[src/iob_wb_config.svh]
`ifndef IOB_WB_CONFIG_SVH
`define IOB_WB_CONFIG_SVH

// Bus widths shared by the Wishbone and IOb sides.
`define ADDR_W 32
`define DATA_W 32

// Scratch RAM size in words.
`define RAM_DEPTH 256

// Address bit that picks the slave: 0 is the RAM, 1 is the register block.
`define SEL_BIT 12

`endif

[src/iob_pkg.sv]
`include "iob_wb_config.svh"

package iob_pkg;

   // All zeros marks a read.
   typedef logic [`DATA_W/8-1:0] iob_strb_t;

   typedef enum logic {
      TGT_RAM  = 1'b0,
      TGT_REGS = 1'b1
   } iob_target_e;

   // Register block FSM, one wait state before the access.
   typedef enum logic [1:0] {
      REGS_IDLE = 2'd0,
      REGS_WAIT = 2'd1,
      REGS_RESP = 2'd2
   } regs_state_e;

   // Word 0 scratch, 1 inverse, 2 write counter.
   typedef logic [1:0] reg_idx_t;

endpackage

[src/wb_pkg.sv]
`include "iob_wb_config.svh"

package wb_pkg;

   // Byte address as seen on the Wishbone side.
   typedef logic [`ADDR_W-1:0] wb_addr_t;

   typedef logic [`DATA_W-1:0] wb_data_t;

   // One select bit per data byte.
   typedef logic [`DATA_W/8-1:0] wb_sel_t;

endpackage
[src/iob_slave_mux.sv]
`timescale 1ns/1ps
`include "iob_wb_config.svh"

module iob_slave_mux
   import wb_pkg::*, iob_pkg::*;
(
   input  logic     clk_i,
   input  logic     rst_n_i,

   input  logic     iob_avalid_i,
   input  wb_addr_t iob_address_i,
   output logic     iob_ready_o,
   output logic     iob_rvalid_o,
   output wb_data_t iob_rdata_o,

   output logic     ram_avalid_o,
   input  logic     ram_rvalid_i,
   input  wb_data_t ram_rdata_i,

   output logic     regs_avalid_o,
   input  logic     regs_ready_i,
   input  logic     regs_rvalid_i,
   input  wb_data_t regs_rdata_i
);

   iob_target_e target;
   iob_target_e target_r;

   assign target = iob_address_i[`SEL_BIT] ? TGT_REGS : TGT_RAM;

   assign ram_avalid_o  = iob_avalid_i & (target == TGT_RAM);
   assign regs_avalid_o = iob_avalid_i & (target == TGT_REGS);

   // RAM never stalls.
   assign iob_ready_o = (target == TGT_RAM) ? 1'b1 : regs_ready_i;

   always_ff @(posedge clk_i) begin
      if (!rst_n_i) begin
         target_r <= TGT_RAM;
      end else if (iob_avalid_i && iob_ready_o) begin
         target_r <= target;                // Remembers who owes the response.
      end
   end

   always_comb begin
      if (target_r == TGT_RAM) begin
         iob_rvalid_o = ram_rvalid_i;
         iob_rdata_o  = ram_rdata_i;
      end else begin
         iob_rvalid_o = regs_rvalid_i;
         iob_rdata_o  = regs_rdata_i;
      end
   end

endmodule

[config.mk]
export PLATFORM = sky130hd
export DESIGN_NAME = iob_slave_mux
export DESIGN_NICKNAME = d
export VERILOG_FILES = /design/src/iob_pkg.sv /design/src/wb_pkg.sv /design/src/iob_slave_mux.sv
export VERILOG_INCLUDE_DIRS = /design/src
export SDC_FILE = /design/constraint.sdc
export NUM_CORES = 1
export LEC_CHECK = 0
export BUFFER_PORTS_ARGS = -buffer_cell sky130_fd_sc_hd__buf_4
export CAP_MARGIN = 20
export CORE_MARGIN = 8
export CORE_UTILIZATION = 23
export CTS_BUF_LIST = sky130_fd_sc_hd__clkbuf_16
export CTS_CLUSTER_SIZE = 16
export DETAILED_ROUTE_END_ITERATION = 6
export PLACE_DENSITY = 0.81
export RECOVER_POWER = 100
export REMOVE_ABC_BUFFERS = 1
export SLEW_MARGIN = 40
export SYNTH_ARGS = -nofsm -noshare
export SYNTH_HDL_FRONTEND = slang
export SYNTH_SLANG_ARGS = --single-unit
[constraint.sdc]
create_clock -name clk_i -period 1.3 [get_ports clk_i]
set_input_delay 0.325 -clock clk_i [delete_from_list [all_inputs] [get_ports clk_i]]
set_output_delay 0.325 -clock clk_i [all_outputs]
set_load 0.02 [all_outputs]
==> run_results.csv <==
group,metric,value,unit
status,status,"finished with violations",
sta,relSlewSlack,87.25,%
worst_setup_path,cpPeakStageDelay,390,ps
worst_setup_path,cpMaxStageDelayCell,"dfxtp_4",
floorplan,start_util,24.34,%
flow_run,drv_cap,0,
floorplan,die_height,67.21,um
synthesis,synth_area_per_cell,14.03,um^2
routing,drt_pass1_iterations,4,
finish,mostFrequentLayoutCells,"buf_4, buf_6, mux2_4",
global_routing,grt_pass1_vias,910,
sta,min_period_over_period,102.9,%
synthesis,synth.largest_area_cell,"mux2_4",
worst_setup_path,crit_arrival,1010,ps
routing,wl_per_cell,16.83,um
clock_network,path_clk_slew,0,ps
synthesis,yosys_warnings,0,
clock_network,clk_latency,0,ps
place,portBuffers,106,
sta,tightest_slew,190.8,ps
sta,slew_violations,0,
routing,drc_errors,0,
global_routing,grtUsageTotal,11.52,%
synthesis,muxShareOfSynthArea,79.67,%
floorplan,die_area,4517,um^2
synthesis,synth_compound_gate_area_share,0.8299,%
floorplan,coreArea,2477,um^2
synthesis,yosysSeqAreaShare,3.320,%
synthesis,netlist_area,603.1,um^2
synthesis,synthTopCellsByArea,"mux2_4, buf_12, mux2_2, dfxtp_1, buf_6",
place,dp_hpwl,2617,um
global_routing,antenna_found_initial,0,
routing,vias,776,
clock_network,cts_setup_buffers,0,
finish,final_common_cell,"buf_4",
place,post-place-ws,-63.94,ps
worst_setup_path,cp.required,980,ps
finish,diodes,0,
clock_network,ctsHoldBuffers,0,
finish,n_fill_cell,196,
power,vdd_drop_max,0.3982,mV
synthesis,synth_fa_ha_area_share,0,%
sta,rsz0062_at_grt,"yes",
worst_setup_path,end_kind,"primary output",
global_routing,overflow,0,
finish,drive_gt1_share,96.64,%
status,violations,"negative setup slack",
finish,largest_reg_flops,1,
sta,setup_viol_count_final,29,
sta,layout_min_cycle_time,1338,ps
synthesis,synth_top_family_by_area,"multiplexers",
synthesis,synth_xor_area_share,0,%
sta,fin_ws,-38.34,ps
synthesis,synth-simple-area-share,4.357,%
power,p_per_area,451.3,nW/um^2
min_path,worstHoldPathType,"in2reg",
synthesis,yosys.cell_types.count,10,
global_routing,grt_first_pass_wirelength,4250,um
sta,fin_skew,0,ps
worst_setup_path,crit_fanout,9,
finish,area_growth,162.4,%
routing,drtIter0Drc,19,
floorplan,io_pins,138,
finish,top_register,"target_r",
worst_setup_path,path_cells,"clkbuf_16 -> mux2_4 -> buf_6",
worst_setup_path,critical_path_class,"reg2out",
power,p_leak,0.8296,nW
routing,wl,3013,um
finish,nets,253,
routing,final_antenna_net_count,0,
worst_setup_path,startpoint_type,"flip-flop",
sta,timing.fmax,747.2,MHz
synthesis,synth_top_area_share,72.20,%
synthesis,ys_ff_latch,1,
place,gp_congestion,0.7025,
floorplan,die_w,67.21,um
power,power,0.7143,mW
global_routing,grt_max_degree,19,
floorplan,rows,18,
sta,final_hold_viol_count,0,
synthesis,syn_inst,43,
routing,vias_per_cell,4.335,
finish,top_regs,"target_r x1",
## cells in the mapped netlist, drive strengths merged
library cell  count
mux2             33
a21oi             1
nor2b             1
and2              1
nand2b            1
dfxtp             1
nor3b             1
buf               4
## final timing paths
| check | to | slack, ps | depth (start not counted) | from |
|---|---|---|---|---|
| hold reg to reg | target_r | 780 | 3 | target_r |
| setup reg to reg | target_r | 380 | 3 | target_r |
| setup / recovery | iob_rdata_o[3] | -40 | 3 | target_r |
| hold / removal | target_r | 610 | 2 | rst_n_i |
## per-layer routing
metal	part of all wire [%]	vias up	wire length (um)	global-route usage (%)
met2	57	55	1721	24.61
met3	13	2	403	3.808
met5	0	-	0	0
li1	-	373	-	-
met4	0.70	0	21	1.044
met1	29	346	867	10.30
## critical path: cells and delay by family (launching register included)
kind | cells | cell delay, ps
flip-flops | 1 | 390
buffers and inverters | 2 | 310
multiplexers | 1 | 300
## where the power goes
| part | total (mW) | switching (mW) | internal, mW |
|---|---|---|---|
| Sequential | 0.0377 | 0.00528 | 0.0324 |
| Clock | 0 | 0 | 0 |
| Combinational | 0.677 | 0.246 | 0.430 |
| Total | 0.714 | 0.251 | 0.463 |
## what timing repair did
| action | CTS | global route |
|---|---|---|
| cloned | 0 | 2 |
| gates resized for setup | 30 | 4 |
| setup endpoints to repair | 33 | 33 |
## stage by stage
step                utilization [%]  std cells  setup TNS (ps)  hold WS (ps)  area (um^2)
global route                  63.89        179           -1440         622.1         1583
detailed placement            56.77        177           -1286         610.8         1406
finish                        63.89        179          -718.7         610.1         1583
global placement              56.77        177          -933.9         611.0         1406
floorplan                         -         39          -26960         491.2        531.8
CTS                           61.26        177          -403.6         608.4         1518
## area by class of cell
cell class / instances / area (um^2) / share of cell area (%)
repair buffers: 110 / 1010 / 63.79
flip-flops and latches: 1 / 23.77 / 1.502
multi-input cells: 38 / 511.7 / 32.33
well taps: 30 / 37.54 / 2.372
## cells by family (layout without fill, tap and decap cells)
logic type | after synthesis | in the layout
muxes | 33 | 33
and+or+nand+nor | 4 | 4
buffers and inverters | 4 | 110
AOI/OAI and AO/OA | 1 | 1
DFF | 1 | 1
No activity file was read; power rests on OpenSTA's default activity.
