`config.mk`:
```
export PLATFORM = sky130hd
export DESIGN_NAME = iob_wishbone2iob
export DESIGN_NICKNAME = d
export VERILOG_FILES = /design/src/iob_pkg.sv /design/src/wb_pkg.sv /design/src/iob_wishbone2iob.sv
export VERILOG_INCLUDE_DIRS = /design/src
export SDC_FILE = /design/constraint.sdc
export NUM_CORES = 1
export LEC_CHECK = 0
export BUFFER_PORTS_ARGS = -buffer_cell sky130_fd_sc_hd__buf_2
export CAP_MARGIN = 20
export CORE_AREA = 2 2 81 83
export DETAILED_ROUTE_END_ITERATION = 12
export DIE_AREA = 0 0 83 85
export GPL_TIMING_DRIVEN = 0
export SKIP_LAST_GASP = 1
export SYNTH_ARGS = -nofsm -noshare
export SYNTH_HDL_FRONTEND = slang
export SYNTH_SLANG_ARGS = --single-unit
```
`constraint.sdc`:
```
create_clock -name clk_i -period 0.8 [get_ports clk_i]
set_clock_uncertainty 0.1 [all_clocks]
set_input_delay 0.16 -clock clk_i [delete_from_list [all_inputs] [get_ports clk_i]]
set_output_delay 0.16 -clock clk_i [all_outputs]
set_load 0.005 [all_outputs]
```
`src/iob_wb_config.svh`:
```
`ifndef IOB_WB_CONFIG_SVH
`define IOB_WB_CONFIG_SVH

// Bus widths shared by the Wishbone and IOb sides.
`define ADDR_W 32
`define DATA_W 32

// Scratch RAM size in words.
`define RAM_DEPTH 256

// Address bit that picks the slave: 0 is the RAM, 1 is the register block.
`define SEL_BIT 12

`endif

```
`src/iob_pkg.sv`:
```
`include "iob_wb_config.svh"

package iob_pkg;

   // All zeros marks a read.
   typedef logic [`DATA_W/8-1:0] iob_strb_t;

   typedef enum logic {
      TGT_RAM  = 1'b0,
      TGT_REGS = 1'b1
   } iob_target_e;

   // Register block FSM, one wait state before the access.
   typedef enum logic [1:0] {
      REGS_IDLE = 2'd0,
      REGS_WAIT = 2'd1,
      REGS_RESP = 2'd2
   } regs_state_e;

   // Word 0 scratch, 1 inverse, 2 write counter.
   typedef logic [1:0] reg_idx_t;

endpackage

```
`src/wb_pkg.sv`:
```
`include "iob_wb_config.svh"

package wb_pkg;

   // Byte address as seen on the Wishbone side.
   typedef logic [`ADDR_W-1:0] wb_addr_t;

   typedef logic [`DATA_W-1:0] wb_data_t;

   // One select bit per data byte.
   typedef logic [`DATA_W/8-1:0] wb_sel_t;

endpackage
```
`src/iob_wishbone2iob.sv`:
```
`timescale 1ns/1ps
`include "iob_wb_config.svh"

module iob_wishbone2iob
   import wb_pkg::*, iob_pkg::*;
(
   input  logic      clk_i,
   input  logic      rst_n_i,

   input  wb_addr_t  wb_addr_i,
   input  wb_sel_t   wb_select_i,
   input  logic      wb_we_i,
   input  logic      wb_cyc_i,
   input  logic      wb_stb_i,
   input  wb_data_t  wb_data_i,
   output logic      wb_ack_o,
   output wb_data_t  wb_data_o,

   output logic      iob_avalid_o,
   output wb_addr_t  iob_address_o,
   output wb_data_t  iob_wdata_o,
   output iob_strb_t iob_wstrb_o,
   input  logic      iob_rvalid_i,
   input  wb_data_t  iob_rdata_i,
   input  logic      iob_ready_i
);

   logic     done_r;
   logic     accept;
   logic     wack_r;
   wb_data_t rd_mask;

   // Request stays up until the slave takes it.
   assign iob_avalid_o  = wb_cyc_i & wb_stb_i & ~done_r;
   assign iob_address_o = wb_addr_i;
   assign iob_wdata_o   = wb_data_i;
   assign iob_wstrb_o   = wb_we_i ? wb_select_i : '0;

   assign accept = iob_avalid_o & iob_ready_i;

   always_ff @(posedge clk_i) begin
      if (!rst_n_i) begin
         done_r <= 1'b0;
         wack_r <= 1'b0;
      end else begin
         if (!wb_stb_i) begin
            done_r <= 1'b0;                   // Rearm once the strobe drops.
         end else if (accept) begin
            done_r <= 1'b1;
         end
         wack_r <= accept & (|iob_wstrb_o);   // Writes ack the cycle after acceptance.
      end
   end

   always_comb begin
      for (int b = 0; b < `DATA_W/8; b++) begin
         rd_mask[b*8 +: 8] = {8{wb_select_i[b]}};
      end
   end

   assign wb_data_o = iob_rdata_i & rd_mask;   // Unselected bytes read as zero.
   assign wb_ack_o  = wack_r | iob_rvalid_i;

endmodule

```
==> qor.csv, run 1 <==
stage,metric,value,unit
synth,mean post-synth cell area,7.21,sq um
critical_path,CP top delay family,flip-flops,
clock_network,Clock Sinks,2,
clock_network,CTS tree,built,
floorplanning,Die X,83,um
cells_and_area,layout cells sized above 1,92.3,%
synth,syn nets,218,
hold_path,WHS Endpoint,done_r$_SDFFE_PN0P_,
run_status,status,"complete, but fails checks",
critical_path,startpoint types,flop,
global_route,Global Route Usage Sum,7.07,%
critical_path,Worst R2R End,wack_r$_SDFF_PN0_,
synth,Yosys cell types,10,
clock_network,clock latency at the later pin of the worst-skew pair,0.21,ns
sta,worst hold slack,0.0863,ns
routing,vias,1161,
floorplanning,# rows,29,
placed_design,placed cell areas,1620,sq um
critical_path,WP depth,2,
synth,sequential area share after synthesis,5.00,%
routing,Initial DRC Count,26,
hold_path,Worst Hold Launch,wb_stb_i,
placed_design,Placer Congestion,0.653,
sta,Pins Over Slew Limit,0,
placed_design,hpwl dp,2.71,mm
critical_path,r2r setup slk,0,ns
critical_path,slowest CP cell,dfxtp_1,
power,Pleak,1.13,nW
sta,setup_tns,-0.465,ns
critical_path,Crit. End Element,output port,
synth,Post-Synthesis Cells,111,
sta,final worst slack,-0.286,ns
critical_path,kind of critical path,flop to output port,
sta,worst-margin pin slew,0.325,ns
cells_and_area,Util after Layout,29.7,%
critical_path,CP Max Fanout,1,
routing,post-DR vias/cell,3.45,
routing,drt pass-1 iters,2,
cells_and_area,Final #Nets,369,
clock_network,CTS Buf Count,3,
synth,synthesized area,801,sq um
sta,FMAX,0.921,GHz
critical_path,RR Startpoint,done_r$_SDFFE_PN0P_,
clock_network,H-tree depth,1,
synth,Synth Register Bits,2,
sta,worst relative slew slack,78.1,%
sta,fin crit share,136,%
floorplanning,Initial Util,12.9,%
critical_path,Buf/Inv on CP,1,
placed_design,IO buf count,144,
routing,"antenna viol nets, final",0,
routing,Post-route DRC,0,
sta,Hold Fails Final Rpt,0,
clock_network,CTS max path bufs,2,
placed_design,Setup WS pre-CTS,-0.114,ns
hold_path,worst hold stages,3,
floorplanning,DIE HEIGHT,85,um
floorplanning,core area,6200,sq um
critical_path,Worst R2R Path Depth,2,
global_route,antenna violations before repair,0,
cells_and_area,design area,1840,sq um
global_route,gr ovfl total,0,
sta,post-layout min period,1.09,ns
run_status,violated checks,negative setup slack,
clock_network,hold buffer count at CTS,0,
sta,RSZ-0062 raised after global routing,yes,
sta,endpoints failing setup,2,
clock_network,Worst-path clk slew,0.03,ns
routing,final wirelength,3.07,mm
clock_network,CTS Root Cell,clkbuf_8,
critical_path,critical path arrival,0.83,ns
global_route,largest net degree at the start of global routing,11,
floorplanning,I/O pin total,209,
hold_path,min-delay worst type,input pin to flop,
critical_path,cell-by-cell trace of the critical path,"or2_4, buf_6",
global_route,vias in the first global route,931,
run,Max-Cap Viols,0,
cells_and_area,# diodes,0,
critical_path,CP max stage delay,0.29,ns
floorplanning,die area,7060,sq um
routing,wire per inst,9.10,um
cells_and_area,fillcell total,650,
global_route,first-pass GRT wire length,4.11,mm
power,Power Density,727,nW/um^2
cells_and_area,Layout area overhead,130,%
power,Peak VDD IR,537,uV
critical_path,Crit path required time,0.54,ns
synth,Ys Warns,0,
-- final cells by class --
type                            instances  area [sq um]  share of cell area, %
Sequential cell                         2          41.3                   2.24
Multi-Input combinational cell         45           352                   19.1
Timing Repair Buffer                  146           830                   45.1
Tap cell                               77          96.3                   5.23
Clock buffer                            3          41.3                   2.24
Buffer                                 64           480                   26.1
-- how the worst max path moves through the flow --
| stage | startpoint | end | slack [ns] |
|---|---|---|---|
| after floorplan | wack_r$_SDFF_PN0_ | wb_ack_o | 0.002 |
| after global placement | wack_r$_SDFF_PN0_ | wb_ack_o | -0.11 |
| after detailed placement | wack_r$_SDFF_PN0_ | wb_ack_o | -0.11 |
| after CTS | wack_r$_SDFF_PN0_ | wb_ack_o | -0.29 |
| after global routing | wack_r$_SDFF_PN0_ | wb_ack_o | -0.31 |
| final | wack_r$_SDFF_PN0_ | wb_ack_o | -0.29 |
-- logic make-up (layout without fill, tap and decap cells) --
| kind of cell | count (synthesis) | after routing | synth area share, % |
|---|---|---|---|
| AND/OR/NAND/NOR | 44 | 44 | 34.4 |
| buffers and inverters | 64 | 213 | 60.0 |
| AO/OA/AOI/OAI | 1 | 1 | 0.624 |
| flip-flops | 2 | 2 | 5.00 |
-- stage by stage --
| step | power [mW] | instances |
|---|---|---|
| finish | 1.34 | 337 |
| global route | 1.42 | 337 |
| CTS | 1.31 | 337 |
| detailed placement | 0.837 | 332 |
| global placement | 0.829 | 332 |
| floorplan | 0.465 | 111 |
-- cells in the mapped netlist, drive strengths merged --
cell   instances  area share [%]
buf           64              60
and2          36              30
dfxtp          2             5.0
nand2          2            0.94
nor2           2            0.94
nor4           2             1.6
a21oi          1            0.62
nand3          1            0.62
or2            1            0.78
-- where the power goes --
| group | internal (mW) | switching (mW) |
|---|---|---|
| sequential | 0.104 | 0.00166 |
| combinational | 0.585 | 0.251 |
| clock | 0.318 | 0.0784 |
| total | 1.01 | 0.331 |
-- worst register-to-register path: cells and delay by family (launching register included) --
kind	cells	cell delay, ns
simple gates	1	0.18
flops	1	0.31
buf+inv	1	0.12
-- sequential cells by signal, summed over array words and instances, names as in the netlist --
signal  count
wack_r      1
done_r      1
-- layout by cell type, fill, tap and decap left out --
| cell type | instances |
|---|---|
| nor4_4 | 1 |
| buf_6 | 9 |
| buf_4 | 64 |
| nand3_1 | 1 |
| buf_16 | 1 |
| nor2_1 | 1 |
| nand2_1 | 2 |
| dfxtp_1 | 1 |
| nor4_2 | 1 |
| a21oi_2 | 1 |
| and2_4 | 21 |
| nor2_2 | 1 |
| buf_8 | 2 |
| clkbuf_8 | 3 |
| dfxtp_2 | 1 |
| buf_2 | 134 |
| or2_4 | 1 |
| and2_1 | 15 |
-- what timing repair did --
item,CTS,global route
resized for setup,21,26
pin swaps,1,1
setup buffers,1,0
endpoints found under the setup margin,38,22
cloned,1,0
-- routing by layer --
| layer | share of wire [%] | track usage, % | wire [um] | up-vias |
|---|---|---|---|---|
| li1 | - | - | - | 577 |
| met5 | 0 | 0 | 0 | - |
| met3 | 14 | 2.33 | 443 | 2 |
| met4 | 0.49 | 2.68 | 15 | 0 |
| met2 | 56 | 14.1 | 1730 | 108 |
| met1 | 29 | 6.60 | 875 | 474 |
(Power assumes the default switching activity.)
==> inputs of run 2 (changes only) <==
CAP_MARGIN = 15   (was 20)
CORE_AREA = 2 2 82 84   (was 2 2 81 83)
CTS_CLUSTER_SIZE = 25   (was not set)
DIE_AREA = 0 0 84 86   (was 0 0 83 85)
clock period = 1 ns   (was 0.8 ns; I/O delays follow)
==> run 2 against run 1 <==
  * The flow still finishes with violations (negative setup slack)
  * Core utilization shrank 3.0 points
  * First-iteration DRC count shrank 38%
  * Wire length shrank 2.3%
  * Total power shrank 27%
  * Highest routed layer unchanged
==> qor.csv, run 2 (synthesis gave the netlist of run 1 again) <==
stage,metric,value,unit
critical_path,startpoint types,flop,
sta,fin crit share,112,%
power,Pleak,1.07,nW
critical_path,Worst R2R End,wack_r$_SDFF_PN0_,
hold_path,worst hold stages,3,
clock_network,CTS Buf Count,3,
cells_and_area,most frequent cells in the layout,"143 x buf_2, 65 x buf_4, 27 x and2_1",
sta,final worst slack,-0.122,ns
power,Peak VDD IR,793,uV
power,Power Density,582,nW/um^2
routing,DR top layer,met4,
sta,worst relative slew slack,80.3,%
critical_path,CP Max Fanout,1,
critical_path,CP top delay family,flip-flops,
critical_path,kind of critical path,flop to output port,
global_route,first-pass GRT wire length,4.17,mm
critical_path,Buf/Inv on CP,1,
sta,FMAX,0.891,GHz
sta,Pins Over Slew Limit,0,
routing,Metal-1 WL,870,um
cells_and_area,design area,1680,sq um
critical_path,RR Startpoint,done_r$_SDFFE_PN0P_,
cells_and_area,Largest regs,"done_r (1), wack_r (1)",
placed_design,placed cell areas,1620,sq um
routing,Post-route DRC,0,
sta,RSZ-0062 raised after global routing,yes,
critical_path,CP max stage delay,0.29,ns
placed_design,Placer Congestion,0.641,
power,Final Power,976,uW
critical_path,slowest CP cell,dfxtp_1,
cells_and_area,layout cells sized above 1,86.1,%
hold_path,min-delay worst type,input pin to flop,
critical_path,Worst R2R Path Depth,2,
placed_design,# placed instances,332,
routing,post-DR vias/cell,3.43,
routing,Initial DRC Count,16,
sta,worst-margin pin slew,0.293,ns
critical_path,crit path from,wack_r$_SDFF_PN0_,
placed_design,Setup WS pre-CTS,0.00391,ns
clock_network,CTS max path bufs,2,
clock_network,Worst-path clk slew,0.03,ns
cells_and_area,Final #Nets,368,
global_route,gr ovfl total,0,
clock_network,CTS tree,built,
clock_network,CTS Root Cell,clkbuf_8,
routing,vias,1154,
sta,post-layout min period,1.12,ns
cells_and_area,# diodes,0,
global_route,vias in the first global route,965,
critical_path,Crit. End Element,output port,
sta,Hold Fails Final Rpt,0,
critical_path,Crit path required time,0.70,ns
routing,routed wl met3,512,um
floorplanning,core area,6280,sq um
floorplanning,Die X,84,um
run,Max-Cap Viols,0,
sta,setup_tns,-0.129,ns
run_status,status,"complete, but fails checks",
clock_network,H-tree depth,1,
critical_path,cell-by-cell trace of the critical path,"or2_4, buf_6",
sta,endpoints failing setup,2,
routing,wire per inst,8.92,um
routing,"antenna viol nets, final",0,
floorplanning,Initial Util,12.8,%
routing,wire length on met2,1.61,mm
cells_and_area,Util after Layout,26.7,%
floorplanning,# rows,29,
global_route,Global Route Usage Sum,6.92,%
placed_design,IO buf count,144,
hold_path,WHS Endpoint,done_r$_SDFFE_PN0P_,
cells_and_area,Layout area overhead,109,%
cells_and_area,"non-filler cells, final",336,
critical_path,r2r setup slk,0.13,ns
hold_path,Worst Hold Launch,wb_stb_i,
floorplanning,die area,7220,sq um
routing,drt pass-1 iters,4,
critical_path,WP depth,2,
run_status,violated checks,negative setup slack,
floorplanning,I/O pin total,209,
routing,final wirelength,3.00,mm
sta,worst hold slack,0.134,ns
clock_network,clock latency at the later pin of the worst-skew pair,0.21,ns
floorplanning,DIE HEIGHT,86,um
clock_network,Clock Sinks,2,
cells_and_area,"most common cell after layout, fill and taps aside",buf_2,
critical_path,critical path arrival,0.82,ns
global_route,antenna violations before repair,0,
global_route,largest net degree at the start of global routing,11,
run 2: per-layer routing:
layer  GRT usage, %  up-vias
met5              0        -
met4           1.32        0
met3           3.56        2
met2           13.9      108
met1           6.19      472
li1               -      572
run 2: where the power goes:
| group | total, mW | switching, mW | leakage (nW) | internal [mW] |
|---|---|---|---|---|
| Sequential | 0.0837 | 0.000807 | 0.0167 | 0.0829 |
| Combinational | 0.582 | 0.184 | 1.03 | 0.399 |
| Clock | 0.310 | 0.0562 | 0.0216 | 0.254 |
| Total | 0.976 | 0.241 | 1.07 | 0.735 |
run 2: worst max-delay path by stage:
stage	end	slack (ns)
3_5_place_dp	wb_ack_o	0.004
2_1_floorplan	wb_ack_o	0.16
5_1_grt	wb_ack_o	-0.15
4_1_cts	wb_ack_o	-0.13
3_3_place_gp	wb_ack_o	0.003
6_report	wb_ack_o	-0.12
run 2: worst min-delay path, cell delays in order:
cell and delay, ns:
buf_2 0.10, nand2_1 0.05, nor2_1 0.04
run 2: repair_timing:
action                     in CTS  in global routing
gates resized for setup         3                  0
buffers inserted                1                  0
setup endpoints to repair       2                  2
pin swaps                       1                  0
hold endpoints to repair        0                  0
hold buffers                    0                  0
run 2: final cells by class:
class                           instances  area (sq um)
Tap cell                               77          96.3
Multi-Input combinational cell         45           283
Buffer                                 64           480
Fill cell                             682          4600
Timing Repair Buffer                  145           734
Clock buffer                            3          41.3
Sequential cell                         2          41.3
==> inputs of run 3 (changes only) <==
CORE_AREA = 2 2 80 82   (was 2 2 82 84)
DIE_AREA = 0 0 82 84   (was 0 0 84 86)
RECOVER_POWER = 100   (was not set)
clock period = 1.37 ns   (was 1 ns; I/O delays follow)
==> run 3 against run 2 <==
  * The flow now finishes without violations
  * Cell area down 3.7%
  * Non-clock buffer count shrank 1
  * Setup slack improved by 0.27 ns
  * Register-to-register slack improved by 0.49 ns
  * Wire length rose by 6.8%
  * Combinational power shrank 31%
  * Die area is 4.7% lower
  * Sequential share of layout area is essentially flat
  * Hold slack better by 0.073 ns
  * Critical path depth increased by 1
  * Critical endpoint is now wb_data_o[9]
  * Largest cell class unchanged
==> qor.csv, run 3 (synthesis gave the netlist of run 1 again) <==
stage,metric,value,unit
cells_and_area,fillcell total,691,
hold_path,worst hold stages,3,
clock_network,Post CTS Setup Buffer Count,0,
placed_design,Setup WS pre-CTS,0.230,ns
clock_network,CTS Buf Count,3,
routing,"antenna viol nets, final",0,
routing,vias,1151,
sta,Pins Over Slew Limit,0,
clock_network,hold buffer count at CTS,0,
critical_path,Crit. End Element,output port,
power,Power Density,430,nW/um^2
sta,endpoints failing setup,0,
critical_path,r2r setup slk,0.62,ns
clock_network,Worst-path clk slew,0.02,ns
clock_network,Clock Sinks,2,
sta,worst relative slew slack,79.2,%
critical_path,Buf/Inv on CP,2,
global_route,largest net degree at the start of global routing,11,
clock_network,CTS Root Cell,clkbuf_8,
floorplanning,I/O pin total,209,
power,Final Power,695,uW
power,Pleak,0.934,nW
floorplanning,die area,6890,sq um
hold_path,min-delay worst type,input pin to flop,
global_route,antenna violations before repair,0,
global_route,first-pass GRT wire length,4.55,mm
floorplanning,DIE HEIGHT,84,um
hold_path,WHS Endpoint,done_r$_SDFFE_PN0P_,
placed_design,Placer Congestion,0.707,
clock_network,CTS tree,built,
critical_path,critical path arrival,0.85,ns
cells_and_area,# diodes,0,
clock_network,CTS max path bufs,2,
run_status,status,finished clean,
floorplanning,# rows,29,
critical_path,kind of critical path,input pin to output port,
critical_path,crit path from,wb_select_i[1],
cells_and_area,Reg area,40.0,sq um
placed_design,IO buf count,144,
cells_and_area,most frequent cells in the layout,"108 x buf_2, 46 x clkbuf_4, 34 x clkbuf_1",
cells_and_area,Final #Nets,367,
critical_path,CP Max Fanout,10,
hold_path,Worst Hold Launch,wb_stb_i,
routing,Initial DRC Count,6,
cells_and_area,Largest regs,"done_r (1), wack_r (1)",
routing,Post-route DRC,0,
clock_network,H-tree depth,1,
critical_path,CP top delay family,buffers and inverters,
clock_network,clock latency at the later pin of the worst-skew pair,0.21,ns
critical_path,cell-by-cell trace of the critical path,"clkbuf_1, and2_1, clkbuf_1",
sta,post-layout min period,1.23,ns
run,Max-Cap Viols,0,
critical_path,RR Startpoint,done_r$_SDFFE_PN0P_,
sta,worst-margin pin slew,0.312,ns
global_route,vias in the first global route,1038,
sta,Hold Fails Final Rpt,0,
cells_and_area,Layout area overhead,102,%
routing,post-DR vias/cell,3.44,
floorplanning,Die X,82,um
critical_path,startpoint types,input pin,
floorplanning,Initial Util,13.1,%
floorplanning,core area,6100,sq um
power,Peak VDD IR,250,uV
critical_path,Crit path required time,1.00,ns
critical_path,"most used cell, CP",clkbuf_1,
critical_path,slowest CP cell,clkbuf_1,
global_route,gr ovfl total,0,
critical_path,Worst R2R End,wack_r$_SDFF_PN0_,
critical_path,CP max stage delay,0.25,ns
routing,drt pass-1 iters,3,
cells_and_area,layout cells sized above 1,72.1,%
cells_and_area,"most common cell after layout, fill and taps aside",buf_2,
cells_and_area,area of the multi-input gates,280,sq um
routing,wire per inst,9.56,um
sta,setup_tns,0,ns
cells_and_area,Util after Layout,26.5,%
clock_network,CTS resizes,0,
global_route,Global Route Usage Sum,8.38,%
critical_path,Worst R2R Path Depth,1,
placed_design,hpwl dp,2.99,mm
sta,RSZ-0062 raised after global routing,no,
sta,fin crit share,89.5,%
sta,final worst slack,0.144,ns
sta,FMAX,0.815,GHz
routing,final wirelength,3.20,mm
## run 3: metrics by stage
step	cells	hold WS (ns)	area [sq um]
6_report	335	0.207	1620
3_3_place_gp	332	0.339	1620
4_1_cts	335	0.206	1660
3_5_place_dp	332	0.342	1620
2_1_floorplan	111	0.293	801
5_1_grt	335	0.213	1620
## run 3: cell type report
type / instances / area share, %
Multi-Input combinational cell: 45 / 17.4
Sequential cell: 2 / 2.48
Clock buffer: 3 / 2.56
Tap cell: 77 / 5.96
Timing Repair Buffer: 144 / 41.9
Buffer: 64 / 29.7
## run 3: report_power, final
group	leakage [nW]	internal, mW	switching [mW]	total, mW
Sequential	0.0162	0.0603	0.000760	0.0611
Combinational	0.897	0.265	0.139	0.404
Clock	0.0216	0.186	0.0449	0.231
Total	0.934	0.510	0.185	0.695
## run 3: worst max-delay path by stage
stage,to,slack (ns),cells after the start
after floorplan,wb_ack_o,0.44,1
after global placement,wb_ack_o,0.23,3
after detailed placement,wb_ack_o,0.23,3
after CTS,wb_ack_o,0.12,2
after global routing,wb_data_o[9],0.08,3
final,wb_data_o[9],0.14,3
## run 3: layer usage
metal  share of wire [%]  track usage, %
met1                  31            7.94
met5                   0               0
met2                  52            17.2
met4                0.66            1.97
met3                  16            1.84
