[src/iob_wb_config.svh]
`ifndef IOB_WB_CONFIG_SVH
`define IOB_WB_CONFIG_SVH

// Bus widths shared by the Wishbone and IOb sides.
`define ADDR_W 32
`define DATA_W 32

// Scratch RAM size in words.
`define RAM_DEPTH 256

// Address bit that picks the slave: 0 is the RAM, 1 is the register block.
`define SEL_BIT 12

`endif

[src/iob_pkg.sv]
`include "iob_wb_config.svh"

package iob_pkg;

   // All zeros marks a read.
   typedef logic [`DATA_W/8-1:0] iob_strb_t;

   typedef enum logic {
      TGT_RAM  = 1'b0,
      TGT_REGS = 1'b1
   } iob_target_e;

   // Register block FSM, one wait state before the access.
   typedef enum logic [1:0] {
      REGS_IDLE = 2'd0,
      REGS_WAIT = 2'd1,
      REGS_RESP = 2'd2
   } regs_state_e;

   // Word 0 scratch, 1 inverse, 2 write counter.
   typedef logic [1:0] reg_idx_t;

endpackage

[src/wb_pkg.sv]
`include "iob_wb_config.svh"

package wb_pkg;

   // Byte address as seen on the Wishbone side.
   typedef logic [`ADDR_W-1:0] wb_addr_t;

   typedef logic [`DATA_W-1:0] wb_data_t;

   // One select bit per data byte.
   typedef logic [`DATA_W/8-1:0] wb_sel_t;

endpackage
[src/iob_regs_slave.sv]
`timescale 1ns/1ps
`include "iob_wb_config.svh"

module iob_regs_slave
   import wb_pkg::*, iob_pkg::*;
(
   input  logic      clk_i,
   input  logic      rst_n_i,

   input  logic      iob_avalid_i,
   input  wb_addr_t  iob_address_i,
   input  wb_data_t  iob_wdata_i,
   input  iob_strb_t iob_wstrb_i,
   output logic      iob_ready_o,
   output logic      iob_rvalid_o,
   output wb_data_t  iob_rdata_o
);

   regs_state_e state_r;
   regs_state_e state_nxt;
   reg_idx_t    idx;
   logic        accept;
   logic        wr_en;
   wb_data_t    scratch_r;
   wb_data_t    wcnt_r;
   wb_data_t    rdata_r;

   assign idx          = iob_address_i[3:2];
   assign iob_ready_o  = (state_r == REGS_WAIT);
   assign accept       = iob_avalid_i & iob_ready_o;
   assign wr_en        = accept & (|iob_wstrb_i);
   assign iob_rvalid_o = (state_r == REGS_RESP);
   assign iob_rdata_o  = rdata_r;

   always_comb begin
      state_nxt = state_r;
      case (state_r)
         REGS_IDLE: if (iob_avalid_i) state_nxt = REGS_WAIT;
         REGS_WAIT: state_nxt = (accept && !wr_en) ? REGS_RESP : REGS_IDLE;
         REGS_RESP: state_nxt = REGS_IDLE;
         default:   state_nxt = REGS_IDLE;
      endcase
   end

   always_ff @(posedge clk_i) begin
      if (!rst_n_i) begin
         state_r   <= REGS_IDLE;
         scratch_r <= '0;
         wcnt_r    <= '0;
      end else begin
         state_r <= state_nxt;
         if (wr_en) begin
            wcnt_r <= wcnt_r + wb_data_t'(1);   // Writes to read-only words count as well.
            if (idx == 2'd0) begin
               for (int b = 0; b < `DATA_W/8; b++) begin
                  if (iob_wstrb_i[b]) begin
                     scratch_r[b*8 +: 8] <= iob_wdata_i[b*8 +: 8];
                  end
               end
            end
         end
      end
   end

   always_ff @(posedge clk_i) begin
      if (accept && !wr_en) begin
         case (idx)
            2'd0:    rdata_r <= scratch_r;
            2'd1:    rdata_r <= ~scratch_r;
            2'd2:    rdata_r <= wcnt_r;
            default: rdata_r <= '0;
         endcase
      end
   end

endmodule

[config.mk]
export PLATFORM = sky130hd
export DESIGN_NAME = iob_regs_slave
export DESIGN_NICKNAME = d
export VERILOG_FILES = /design/src/iob_pkg.sv /design/src/wb_pkg.sv /design/src/iob_regs_slave.sv
export VERILOG_INCLUDE_DIRS = /design/src
export SDC_FILE = /design/constraint.sdc
export NUM_CORES = 1
export LEC_CHECK = 0
export BUFFER_PORTS_ARGS = -buffer_cell sky130_fd_sc_hd__buf_4
export CAP_MARGIN = 20
export CORE_UTILIZATION = 53
export CTS_CLUSTER_SIZE = 24
export DETAILED_ROUTE_END_ITERATION = 10
export PLACE_DENSITY = 0.89
export SYNTH_ARGS = -nofsm -noshare
export SYNTH_HDL_FRONTEND = slang
export SYNTH_SLANG_ARGS = --single-unit
[constraint.sdc]
create_clock -name clk_i -period 3.7 [get_ports clk_i]
set_clock_uncertainty 0.15 [all_clocks]
set_input_delay 0.37 -clock clk_i [delete_from_list [all_inputs] [get_ports clk_i]]
set_output_delay 0.37 -clock clk_i [all_outputs]
set_load 0.03 [all_outputs]
==> metrics.md, run 1 <==
| Metric | Value |
|---|---|
| Sequential fraction of design power | `57.2%` |
| Outcome | `finished clean` |
| # port buffers | `between 70 and 80` |
| Largest net degree at the start of global routing | `37` |
| Hpwl dp | `~6800 um` |
| Die Ht | `92.7 um` |
| Setup WS post-layout | `between 1 and 1.5 ns` |
| Core Rows | `32` |
| Maxcap violations | `0` |
| Peak supply drop | `0.172 mV` |
| Pre-CTS setup slack | `between 1 and 1.5 ns` |
| Post-synth EDFFs | `32` |
| Cell internal pwr | `~1.5 mW` |
| TritonCTS clock tree | `built` |
| CTS Sinks | `98` |
| Post-CTS Resized | `0` |
| Pwr Density | `377 nW/um^2` |
| Clock H-tree levels | `3` |
| Clock tree root driver cell | `clkbuf_8` |
| Final Util | `between 60% and 70%` |
| Routed WL | `a little over 10000 um` |
| Vias in the first global route | `3399` |
| Worst Tran Pin Value | `0.903 ns` |
| Clock slew at reported path FFs | `~0.10 ns` |
| Post-CTS Setup Bufs | `0` |
| CP max FO | `17` |
| Share of post-route cells with drive strength above 1 | `20.0%` |
| Drt wl/cell | `17.5 um` |
| Layout net count | `approximately 550` |
| Register area share after synthesis | `52.4%` |
| Critical Path Start Type | `register` |
| Iteration-0 DRC Markers | `300` |
| Max Clock Freq | `around 420 MHz` |
| Predominant post-synthesis flop cell | `dfxtp_1` |
| Most common cell in the netlist | `mux2i_1` |
| Placer congestion estimate | `around 0.84` |
| Synth Register Bits | `98` |
| Detailed Routing Iterations Pass 1 | `7` |
| Starting Density | `55.5%` |
| Cell Count, Final, Fillers Out | `approximately 580` |
| # DRC | `0` |
| Final setup fails | `0` |
| Cells after synthesis | `415` |
| Vias post-DR | `about 3600` |
| Clk_lat worst skew | `about 0.37 ns` |
| P_leak | `approximately 2.2 nW` |
| Leading post-synthesis cells by cell area | `dfxtp_1 (30%), edfxtp_1 (22%), mux2i_1 (16%)` |
| I/O pins | `roughly 110` |
| First-pass GRT wire length | `around 16000 um` |
| Clock network power share | `36.8%` |
| Sw Ratio | `23.5%` |
| DRT antenna net count | `0` |
| Post-synth top cells | `mux2i_1 (71), dfxtp_1 (66), nor2_1 (39)` |
| # hold bufs at CTS | `0` |
| Slew Limit Fails | `0` |
| Tmin final | `about 2.4 ns` |
| RSZ-0062 raised after global routing | `false` |
| Switch Pwr | `0.459 mW` |
| Combinational power share | `under 10%` |
| DIE AREA | `8590 um^2` |
| Final Cycle Share | `~64%` |
| Area leader, netlist | `dfxtp_1` |
| Data arrival, critical path | `2.50 ns` |
| Worst min-delay path class | `in -> reg` |
| Antenna diode count | `0` |
| Post-synth top area share | `30.3%` |
| Synthesized cell area | `4360 um^2` |
| Hold Fails Final Rpt | `0` |
| Core area | `roughly 7800 um^2` |
| Antenna violations before repair | `0` |
| Net Count, Synth | `slightly below 500` |
| Grt ovf | `0` |
| Sequential standard cell area | `2280 um^2` |
| Crit path required time | `between 3 and 4 ns` |
| Chip width | `92.7 um` |
| Setup tns final | `0 ns` |
| Placed instance count | `567` |
| Crit path capture type | `register` |
| Async S/R FF share, synth | `0%` |
| Max-Slew Margin vs Limit | `39.3%` |
| Distinct cells, synth | `35` |
| Area growth syn-to-layout | `18.7%` |
| Footprint of the multi-input gates | `between 1500 and 2000 um^2` |
| Syn_area_per_cell | `approximately 11 um^2` |
| Ys Warns | `0` |
| Smallest hold slack | `around 0.08 ns` |
| Total GRT Usage | `around a quarter` |
| Fill cells | `590` |
| Total CTS buffers | `9` |
| Clk buf depth | `2` |
| Critical path type | `reg -> reg` |
| Via density | `6.16` |
## stage by stage
stage               cell area, um^2  power (mW)
floorplan                      4360        1.21
global placement               4960        1.25
detailed placement             4960        1.26
CTS                            5170        1.95
global route                   5170        2.01
finish                         5170        1.95
## metal layers
layer / track usage (%) / share of wire (%)
met1: 33.0 / 42
met2: 38.5 / 47
met3: 4.68 / 7.9
met4: 11.8 / 2.5
met5: 0 / 0
## flip-flops by register name (all words and copies together), names as in the netlist
name	cells
iob_rdata_o	32
scratch_r	32
state_r	2
wcnt_r	32
## path summary, 6_finish.rpt
path / from / endpoint / slack, ns / depth (start not counted)
max reg2reg: state_r[0] / wcnt_r[18] / 1.34 / 4
min: iob_wdata_i[25] / scratch_r[25] / 0.08 / 3
max: state_r[0] / wcnt_r[18] / 1.34 / 4
min reg2reg: wcnt_r[31] / wcnt_r[31] / 0.34 / 2
## worst max-delay path, stage by stage, from the launching register on
cell and delay (ns):
dfxtp_1 0.43, and3b_1 0.37, nand4_1 0.54, or4_1 0.65
a21oi_1 0.14
## cells by family (layout without fill, tap and decap cells)
| family | Yosys count | in the layout | share of synthesized area, % |
|---|---|---|---|
| compound gates | 74 | 74 | 10.2 |
| xor+xnor | 4 | 4 | 0.804 |
| fa+ha+maj | 1 | 1 | 0.287 |
| buf+inv | 32 | 98 | 2.81 |
| flops | 98 | 98 | 52.4 |
| mux | 71 | 71 | 16.3 |
| simple gates | 135 | 135 | 17.2 |
## cell type report
cell class              count  area share [%]
flip-flops and latches     98            44.1
multi-input cells         285            37.8
repair buffers             77            11.2
well taps                 102            2.47
clock buffers               9            2.39
clock inverters             7            1.69
inverters                   5           0.363
## power groups by stage
stage / registers (mW) / clock network, mW / logic, mW
after CTS: 1.12 / 0.722 / 0.115
after global placement: 1.14 / 0 / 0.113
after floorplan: 1.14 / 0 / 0.0624
final: 1.12 / 0.718 / 0.117
after global routing: 1.12 / 0.768 / 0.124
after detailed placement: 1.14 / 0 / 0.114
## layout by cell type, fill, tap and decap left out, types with 8 or more instances in the layout
cell type and instances:
nand4_1 9, o22ai_1 32, edfxtp_1 32, nand3_1 16, mux2i_1 71, a21oi_1 21
o31ai_1 12, nand2b_1 8, nor2_1 38, nand2_1 16, o21ai_0 8, or4_1 14
dfxtp_1 66, clkbuf_8 9, buf_4 77
Note: power is estimated with default switching activity, not from simulation.
==> run 2, diff against run 1 <==
--- a/config.mk
+++ b/config.mk
@@ -8,10 +8,10 @@
 export LEC_CHECK = 0
 export BUFFER_PORTS_ARGS = -buffer_cell sky130_fd_sc_hd__buf_4
 export CAP_MARGIN = 20
-export CORE_UTILIZATION = 53
+export CORE_UTILIZATION = 48
 export CTS_CLUSTER_SIZE = 24
 export DETAILED_ROUTE_END_ITERATION = 10
-export PLACE_DENSITY = 0.89
+export PLACE_DENSITY = 0.86
 export SYNTH_ARGS = -nofsm -noshare
 export SYNTH_HDL_FRONTEND = slang
 export SYNTH_SLANG_ARGS = --single-unit
==> constraint.sdc (replaced) <==
create_clock -name clk_i -period 2 [get_ports clk_i]
set_clock_uncertainty 0.15 [all_clocks]
set_input_delay 0.2 -clock clk_i [delete_from_list [all_inputs] [get_ports clk_i]]
set_output_delay 0.2 -clock clk_i [all_outputs]
set_load 0.03 [all_outputs]
==> metrics.md, run 2 (same netlist as run 1, synthesis figures left out) <==
| Metric | Value |
|---|---|
| Outcome | `finished with violations (was finished clean)` |
| Failing checks | `hold timing` |
| First-pass GRT wire length | `19700 um (was 16400 um)` |
| Critical Path Start Type | `register (unchanged)` |
| Slew Limit Fails | `0 (unchanged)` |
| Share of post-route cells with drive strength above 1 | `27.0% (was 20.0%)` |
| DIE AREA | `9460 um^2 (was 8590 um^2)` |
| Total CTS buffers | `9 (unchanged)` |
| Detailed Routing Iterations Pass 1 | `6 (was 7)` |
| Most used cell along the critical path | `buf_4` |
| Placer congestion estimate | `0.865 (was 0.842)` |
| I/O pins | `105 (unchanged)` |
| Area after DPL | `5270 um^2 (was 4960 um^2)` |
| Worst hold start | `rst_n_i (was iob_wdata_i[25])` |
| Maxcap violations | `0 (unchanged)` |
| Iteration-0 DRC Markers | `610 (was 300)` |
| Core area | `8760 um^2 (was 7850 um^2)` |
| Grt ovf | `0 (unchanged)` |
| Max Clock Freq | `503 MHz (was 424 MHz)` |
| Commonest non-fill, non-tap cell in the layout | `buf_4 (unchanged)` |
| Critical-path top delay cell | `or4_1 (unchanged)` |
| Clock slew at reported path FFs | `0.09 ns (was 0.10 ns)` |
| Pwr Density | `630 nW/um^2 (was 377 nW/um^2)` |
| Crit path required time | `2.14 ns (was 3.84 ns)` |
| Slowest stage delay, CP | `0.42 ns (was 0.65 ns)` |
| Worst Tran Pin Value | `0.592 ns (was 0.903 ns)` |
| Critical-path cell list | `buf_4 -> and3b_2 -> nand4_1 -> buf_4 -> or4_1 -> a21oi_1 (was and3b_1 -> nand4_1 -> or4_1 -> a21oi_1)` |
| Data arrival, critical path | `2.13 ns (was 2.50 ns)` |
| P_leak | `2.53 nW (was 2.18 nW)` |
| TritonCTS clock tree | `built (unchanged)` |
| Critical path type | `reg -> reg (unchanged)` |
| Buffers and inverters on the worst path | `2 (was 0)` |
| Vias post-DR | `4140 (was 3590)` |
| Routed WL | `12900 um (was 10200 um)` |
| Clk buf depth | `2 (unchanged)` |
| Via density | `6.24 (was 6.16)` |
| Final setup fails | `0 (unchanged)` |
| Total power | `3.70 mW (was 1.95 mW)` |
| Commonest cells after routing, fill and taps aside | `buf_4 (115), mux2i_1 (71), dfxtp_1 (60) (was buf_4 (77), mux2i_1 (71), dfxtp_1 (66))` |
| Tmin final | `1.99 ns (was 2.36 ns)` |
| Crit path capture type | `register (unchanged)` |
| CP max FO | `5 (was 17)` |
| Drt wl/cell | `19.4 um (was 17.5 um)` |
| Die Ht | `97.3 um (was 92.7 um)` |
| Max-Slew Margin vs Limit | `60.2% (was 39.3%)` |
| Hold Path End | `state_r[0] (was scratch_r[25])` |
| Area growth syn-to-layout | `34.9% (was 18.7%)` |
| Clk_lat worst skew | `0.37 ns (about the same)` |
| Layout net count | `622 (was 548)` |
| Clock tree root driver cell | `clkbuf_8 (unchanged)` |
| Worst r2r dst | `wcnt_r[16] (was wcnt_r[18])` |
| Antenna diode count | `0 (unchanged)` |
| Final Cycle Share | `99.3% (was 63.8%)` |
| CP startpoint | `state_r[1] (was state_r[0])` |
| Worst min-delay path class | `in -> reg (unchanged)` |
| CTS Sinks | `98 (unchanged)` |
| Hpwl dp | `7710 um (was 6750 um)` |
| Reg-to-reg slack, setup | `0.01 ns (was 1.34 ns)` |
| Reg-to-reg startpoint | `state_r[1] (was state_r[0])` |
| Cell family with most CP delay | `simple AND/OR/NAND/NOR gates (unchanged)` |
| Clock H-tree levels | `3 (unchanged)` |
| # port buffers | `74 (unchanged)` |
| Smallest hold slack | `-0.000101 ns (was 0.0822 ns)` |
| FF-to-FF path depth | `6 (was 4)` |
| Chip width | `97.3 um (was 92.7 um)` |
| Hold Path Depth | `3 (unchanged)` |
| Total GRT Usage | `26.0% (was 24.7%)` |
| Largest net degree at the start of global routing | `33 (was 37)` |
| RSZ-0062 raised after global routing | `true (was false)` |
| # DRC | `0 (unchanged)` |
| Final Cell Area | `5880 um^2 (was 5170 um^2)` |
| Peak supply drop | `0.404 mV (was 0.172 mV)` |
| Hold Fails Final Rpt | `1 (was 0)` |
| Core Rows | `34 (was 32)` |
| Vias in the first global route | `3925 (was 3399)` |
| Antenna violations before repair | `0 (unchanged)` |
| DRT antenna net count | `0 (unchanged)` |
| Starting Density | `49.7% (was 55.5%)` |
## run 2: what timing repair did
item | CTS | global route
pin swaps | 1 | 1
endpoints found under the hold margin | 33 | 0
resized for setup | 5 | 12
setup buffers | 0 | 4
hold buffers | 33 | 0
cloned | 0 | 1
endpoints found under the setup margin | 3 | 13
## run 2: area by class of cell
cell class / instances / area, um^2
clock inverter: 7 / 83.8
fill: 588 / 2890
clock buffer: 9 / 124
inverter: 5 / 18.8
tap: 108 / 135
multi-input combinational: 285 / 2000
timing repair buffer: 151 / 1230
sequential: 98 / 2290
## run 2: worst register-to-register path, cell delays in order (launching register included)
cell and delay, ns:
dfxtp_1 0.33, buf_4 0.14, and3b_2 0.26, nand4_1 0.21, buf_4 0.22, or4_1 0.42
a21oi_1 0.19
## run 2: worst max path at each step
stage	end	slack (ns)	cells after the start
2_1_floorplan	iob_rdata_o[0]	0.04	3
3_3_place_gp	wcnt_r[29]	0.03	5
3_5_place_dp	wcnt_r[29]	0.002	5
4_1_cts	wcnt_r[29]	0.01	5
5_1_grt	wcnt_r[14]	-0.03	6
6_report	wcnt_r[16]	0.01	6
## run 2: metal layers
layer | part of all wire [%] | up-vias | track usage [%]
li1 | - | 1839 | -
met4 | 3.9 | 0 | 9.39
met2 | 49 | 262 | 44.6
met1 | 39 | 1978 | 33.5
met5 | 0 | - | 0
met3 | 7.9 | 61 | 3.67
## run 2: power by group
group / internal, mW / switching, mW / leakage (nW) / total (mW)
logic: 0.153 / 0.136 / 1.59 / 0.288
registers: 2.06 / 0.00637 / 0.832 / 2.07
clock network: 0.600 / 0.748 / 0.102 / 1.35
total: 2.81 / 0.890 / 2.53 / 3.70
## run 2: stage by stage
step / util, % / TNS, ns / worst slack, ns / hold WS (ns) / std cells
after floorplan: - / 0 / 0.0448 / 0.168 / 415
after global placement: 60.1 / 0 / 0.0326 / 0.278 / 610
after detailed placement: 60.1 / 0 / 0.00195 / 0.291 / 610
after CTS: 66.3 / 0 / 0.0108 / 0.00596 / 659
after global routing: 67.1 / -0.0747 / -0.0335 / 0.0342 / 663
final: 67.1 / 0 / 0.0133 / -0.000101 / 663
==> run 3, diff against run 2 <==
--- a/config.mk
+++ b/config.mk
@@ -6,12 +6,13 @@
 export SDC_FILE = /design/constraint.sdc
 export NUM_CORES = 1
 export LEC_CHECK = 0
+export ABC_AREA = 1
 export BUFFER_PORTS_ARGS = -buffer_cell sky130_fd_sc_hd__buf_4
 export CAP_MARGIN = 20
-export CORE_UTILIZATION = 48
+export CORE_UTILIZATION = 49
 export CTS_CLUSTER_SIZE = 24
 export DETAILED_ROUTE_END_ITERATION = 10
-export PLACE_DENSITY = 0.86
+export PLACE_DENSITY = 0.87
 export SYNTH_ARGS = -nofsm -noshare
 export SYNTH_HDL_FRONTEND = slang
 export SYNTH_SLANG_ARGS = --single-unit
==> constraint.sdc (replaced) <==
create_clock -name clk_i -period 2 [get_ports clk_i]
set_clock_uncertainty 0.15 [all_clocks]
set_input_delay 0.2 -clock clk_i [delete_from_list [all_inputs] [get_ports clk_i]]
set_output_delay 0.2 -clock clk_i [all_outputs]
set_load 0.01 [all_outputs]
==> metrics.md, run 3 <==
| Metric | Value |
|---|---|
| Maxcap violations | `0 (unchanged)` |
| Critical Path Start Type | `primary input (was register)` |
| Clock slew at reported path FFs | `0.09 ns (about the same)` |
| Distinct cells, synth | `29 (was 35)` |
| Async S/R FF share, synth | `0% (unchanged)` |
| Share of post-route cells with drive strength above 1 | `18.0% (was 27.0%)` |
| DIE AREA | `9570 um^2 (was 9460 um^2)` |
| Setup tns final | `0 ns (unchanged)` |
| Clk_lat worst skew | `0.37 ns (about the same)` |
| Synthesized cell area | `4500 um^2 (was 4360 um^2)` |
| Detailed Routing Iterations Pass 1 | `8 (was 6)` |
| CP max FO | `11 (was 5)` |
| Area leader, netlist | `dfxtp_1 (unchanged)` |
| Area after DPL | `5170 um^2 (was 5270 um^2)` |
| Critical-path top delay cell | `dlygate4sd3_1 (was or4_1)` |
| Final setup fails | `0 (unchanged)` |
| P_leak | `2.24 nW (was 2.53 nW)` |
| # DRC | `2 (was 0)` |
| Final Cell Area | `5670 um^2 (was 5880 um^2)` |
| RSZ-0062 raised after global routing | `false (was true)` |
| Critical-path cell list | `dlygate4sd3_1 -> buf_4 -> nand3_2 -> clkinv_2 -> nand2_4 -> nor2_4 -> nand2_2 -> nor2_2 -> nand2_1 -> nor2_1 -> nor2_1 (was buf_4 -> and3b_2 -> nand4_1 -> buf_4 -> or4_1 -> a21oi_1)` |
| Most common cell in the netlist | `nor2_1 (was mux2i_1)` |
| DRT antenna net count | `0 (unchanged)` |
| Post-synth top area share | `29.4% (was 30.3%)` |
| Total power | `3.55 mW (was 3.70 mW)` |
| Worst hold start | `iob_wdata_i[27] (was rst_n_i)` |
| Register area share after synthesis | `50.7% (was 52.4%)` |
| Iteration-0 DRC Markers | `411 (was 610)` |
| Slew Limit Fails | `0 (unchanged)` |
| Clock H-tree levels | `3 (unchanged)` |
| Starting Density | `51.1% (was 49.7%)` |
| Total GRT Usage | `24.9% (was 26.0%)` |
| Buffers and inverters on the worst path | `3 (was 2)` |
| Most used cell along the critical path | `nor2_1 (was buf_4)` |
| Crit path capture type | `register (unchanged)` |
| Cell family with most CP delay | `simple AND/OR/NAND/NOR gates (unchanged)` |
| Reg-to-reg startpoint | `state_r[1] (unchanged)` |
| Worst r2r dst | `wcnt_r[23] (was wcnt_r[16])` |
| Chip width | `97.8 um (was 97.3 um)` |
| Commonest cells after routing, fill and taps aside | `nor2_1 (114), nand2_1 (97), buf_4 (81) (was buf_4 (115), mux2i_1 (71), dfxtp_1 (60))` |
| Placer congestion estimate | `0.933 (was 0.865)` |
| Worst Tran Pin Value | `0.479 ns (was 0.592 ns)` |
| Antenna violations before repair | `0 (unchanged)` |
| Post-synth top cells | `nor2_1 (115), nand2_1 (97), dfxtp_1 (66) (was mux2i_1 (71), dfxtp_1 (66), nor2_1 (39))` |
| Vias post-DR | `4357 (was 4140)` |
| Max Clock Freq | `545 MHz (was 503 MHz)` |
| Pwr Density | `625 nW/um^2 (was 630 nW/um^2)` |
| Hold Path End | `scratch_r[27] (was state_r[0])` |
| Predominant post-synthesis flop cell | `dfxtp_1 (unchanged)` |
| First-pass GRT wire length | `19000 um (was 19700 um)` |
| Vias in the first global route | `4215 (was 3925)` |
| Core area | `8810 um^2 (was 8760 um^2)` |
| CP startpoint | `iob_avalid_i (was state_r[1])` |
| Reg-to-reg slack, setup | `0.23 ns (was 0.01 ns)` |
| Core Rows | `34 (unchanged)` |
| Clock tree root driver cell | `clkbuf_8 (unchanged)` |
| Layout net count | `744 (was 622)` |
| Tmin final | `1.83 ns (was 1.99 ns)` |
| Synth Register Bits | `98 (unchanged)` |
| Leading post-synthesis cells by cell area | `dfxtp_1 (29%), edfxtp_1 (21%), nor2_1 (9.6%) (was dfxtp_1 (30%), edfxtp_1 (22%), mux2i_1 (16%))` |
| Hold Fails Final Rpt | `0 (was 1)` |
| Net Count, Synth | `638 (was 487)` |
| Peak supply drop | `0.319 mV (was 0.404 mV)` |
| Commonest non-fill, non-tap cell in the layout | `nor2_1 (was buf_4)` |
| Hpwl dp | `7850 um (was 7710 um)` |
| Antenna diode count | `0 (unchanged)` |
| Via density | `5.55 (was 6.24)` |
| Total CTS buffers | `9 (unchanged)` |
| Routed WL | `11400 um (was 12900 um)` |
| FF-to-FF path depth | `10 (was 6)` |
| Largest net degree at the start of global routing | `33 (unchanged)` |
| Syn_area_per_cell | `7.95 um^2 (was 10.5 um^2)` |
| Post-CTS Resized | `0 (was 5)` |
| Outcome | `finished with violations (unchanged)` |
| Crit path required time | `2.12 ns (was 2.14 ns)` |
| Data arrival, critical path | `1.95 ns (was 2.13 ns)` |
| Clk buf depth | `2 (unchanged)` |
| Worst min-delay path class | `in -> reg (unchanged)` |
| Slowest stage delay, CP | `0.53 ns (was 0.42 ns)` |
| Max-Slew Margin vs Limit | `68.1% (was 60.2%)` |
| Failing checks | `DRC (was hold timing)` |
| TritonCTS clock tree | `built (unchanged)` |
| Drt wl/cell | `14.5 um (was 19.4 um)` |
| # port buffers | `74 (unchanged)` |
| Fill cells | `683 (was 588)` |
| I/O pins | `105 (unchanged)` |
| Post-synth EDFFs | `32 (unchanged)` |
| Critical path type | `in -> reg (was reg -> reg)` |
| Cells after synthesis | `566 (was 415)` |
| Ys Warns | `0 (unchanged)` |
| Die Ht | `97.8 um (was 97.3 um)` |
| Final Cycle Share | `91.7% (was 99.3%)` |
| Area growth syn-to-layout | `26.1% (was 34.9%)` |
| CTS Sinks | `98 (unchanged)` |
| Grt ovf | `0 (unchanged)` |
| Hold Path Depth | `3 (unchanged)` |
[run 3: cell types whose count changed after synthesis, moves of 32 or more]
| cell | delta |
|---|---|
| o22ai_1 | -32 |
| mux2i_1 | -71 |
| o21ai_0 | +33 |
| nor2_1 | +76 |
| nand2_1 | +81 |
| inv_1 | +53 |
[run 3: area by class of cell]
cell class	instances	area, um^2	area share, %
flip-flops and latches	98	2280	40.2
multi-input cells	387	1910	33.6
repair buffers	113	928	16.4
inverters	63	238	4.19
clock buffers	10	138	2.43
well taps	108	135	2.38
clock inverters	6	47.5	0.838
[run 3: cells by family (layout without fill, tap and decap cells)]
group / count (synthesis) / count (layout) / synth area share, %
xor+xnor: 2 / 2 / 0.389
flops: 98 / 98 / 50.7
compound gates: 91 / 91 / 12.7
fa+ha+maj: 1 / 1 / 0.278
simple gates: 293 / 293 / 29.0
buf+inv: 81 / 192 / 6.98
[run 3: layer usage]
layer	GRT usage [%]	vias up	wire, um
met5	0	-	0
met4	13.4	0	341
met3	3.58	35	997
met2	41.7	218	5520
met1	31.1	1994	4560
li1	-	2110	-
[run 3: metrics by stage]
| step | util (%) | setup slack, ns | cells | hold WS (ns) |
|---|---|---|---|---|
| global placement | 58.7 | 0.318 | 737 | 0.253 |
| floorplan | - | 0.0837 | 566 | 0.168 |
| global route | 64.4 | 0.0316 | 785 | 0.0816 |
| CTS | 64.4 | 0.202 | 785 | 0.0451 |
| detailed placement | 58.7 | 0.281 | 737 | 0.257 |
| finish | 64.4 | 0.166 | 785 | 0.0355 |
[run 3: timing repair]
item,4_1_cts,5_1_grt
endpoints found under the hold margin,32,0
setup endpoints to repair,0,0
setup buffers,0,0
hold buffers,32,0
[run 3: worst max-delay path by stage]
stage	end	slack [ns]	cells past startpoint
3_5_place_dp	wcnt_r[23]	0.28	9
3_3_place_gp	wcnt_r[23]	0.32	9
5_1_grt	wcnt_r[23]	0.03	11
2_1_floorplan	iob_rdata_o[0]	0.08	3
6_report	wcnt_r[23]	0.17	11
4_1_cts	wcnt_r[23]	0.20	11
[run 3: worst reg2reg max path: stages, from the launching register on]
cell and delay, ns:
dfxtp_1 0.32, inv_1 0.10, nand3_2 0.15, clkinv_2 0.17
nand2_4 0.16, nor2_4 0.21, nand2_2 0.12, nor2_2 0.11
nand2_1 0.07, nor2_1 0.08, nor2_1 0.05
[run 3: power by group]
part	switching, mW	leakage [nW]	internal (mW)
sequential	0.00933	0.824	2.06
clock	0.707	0.0933	0.497
combinational	0.133	1.32	0.138
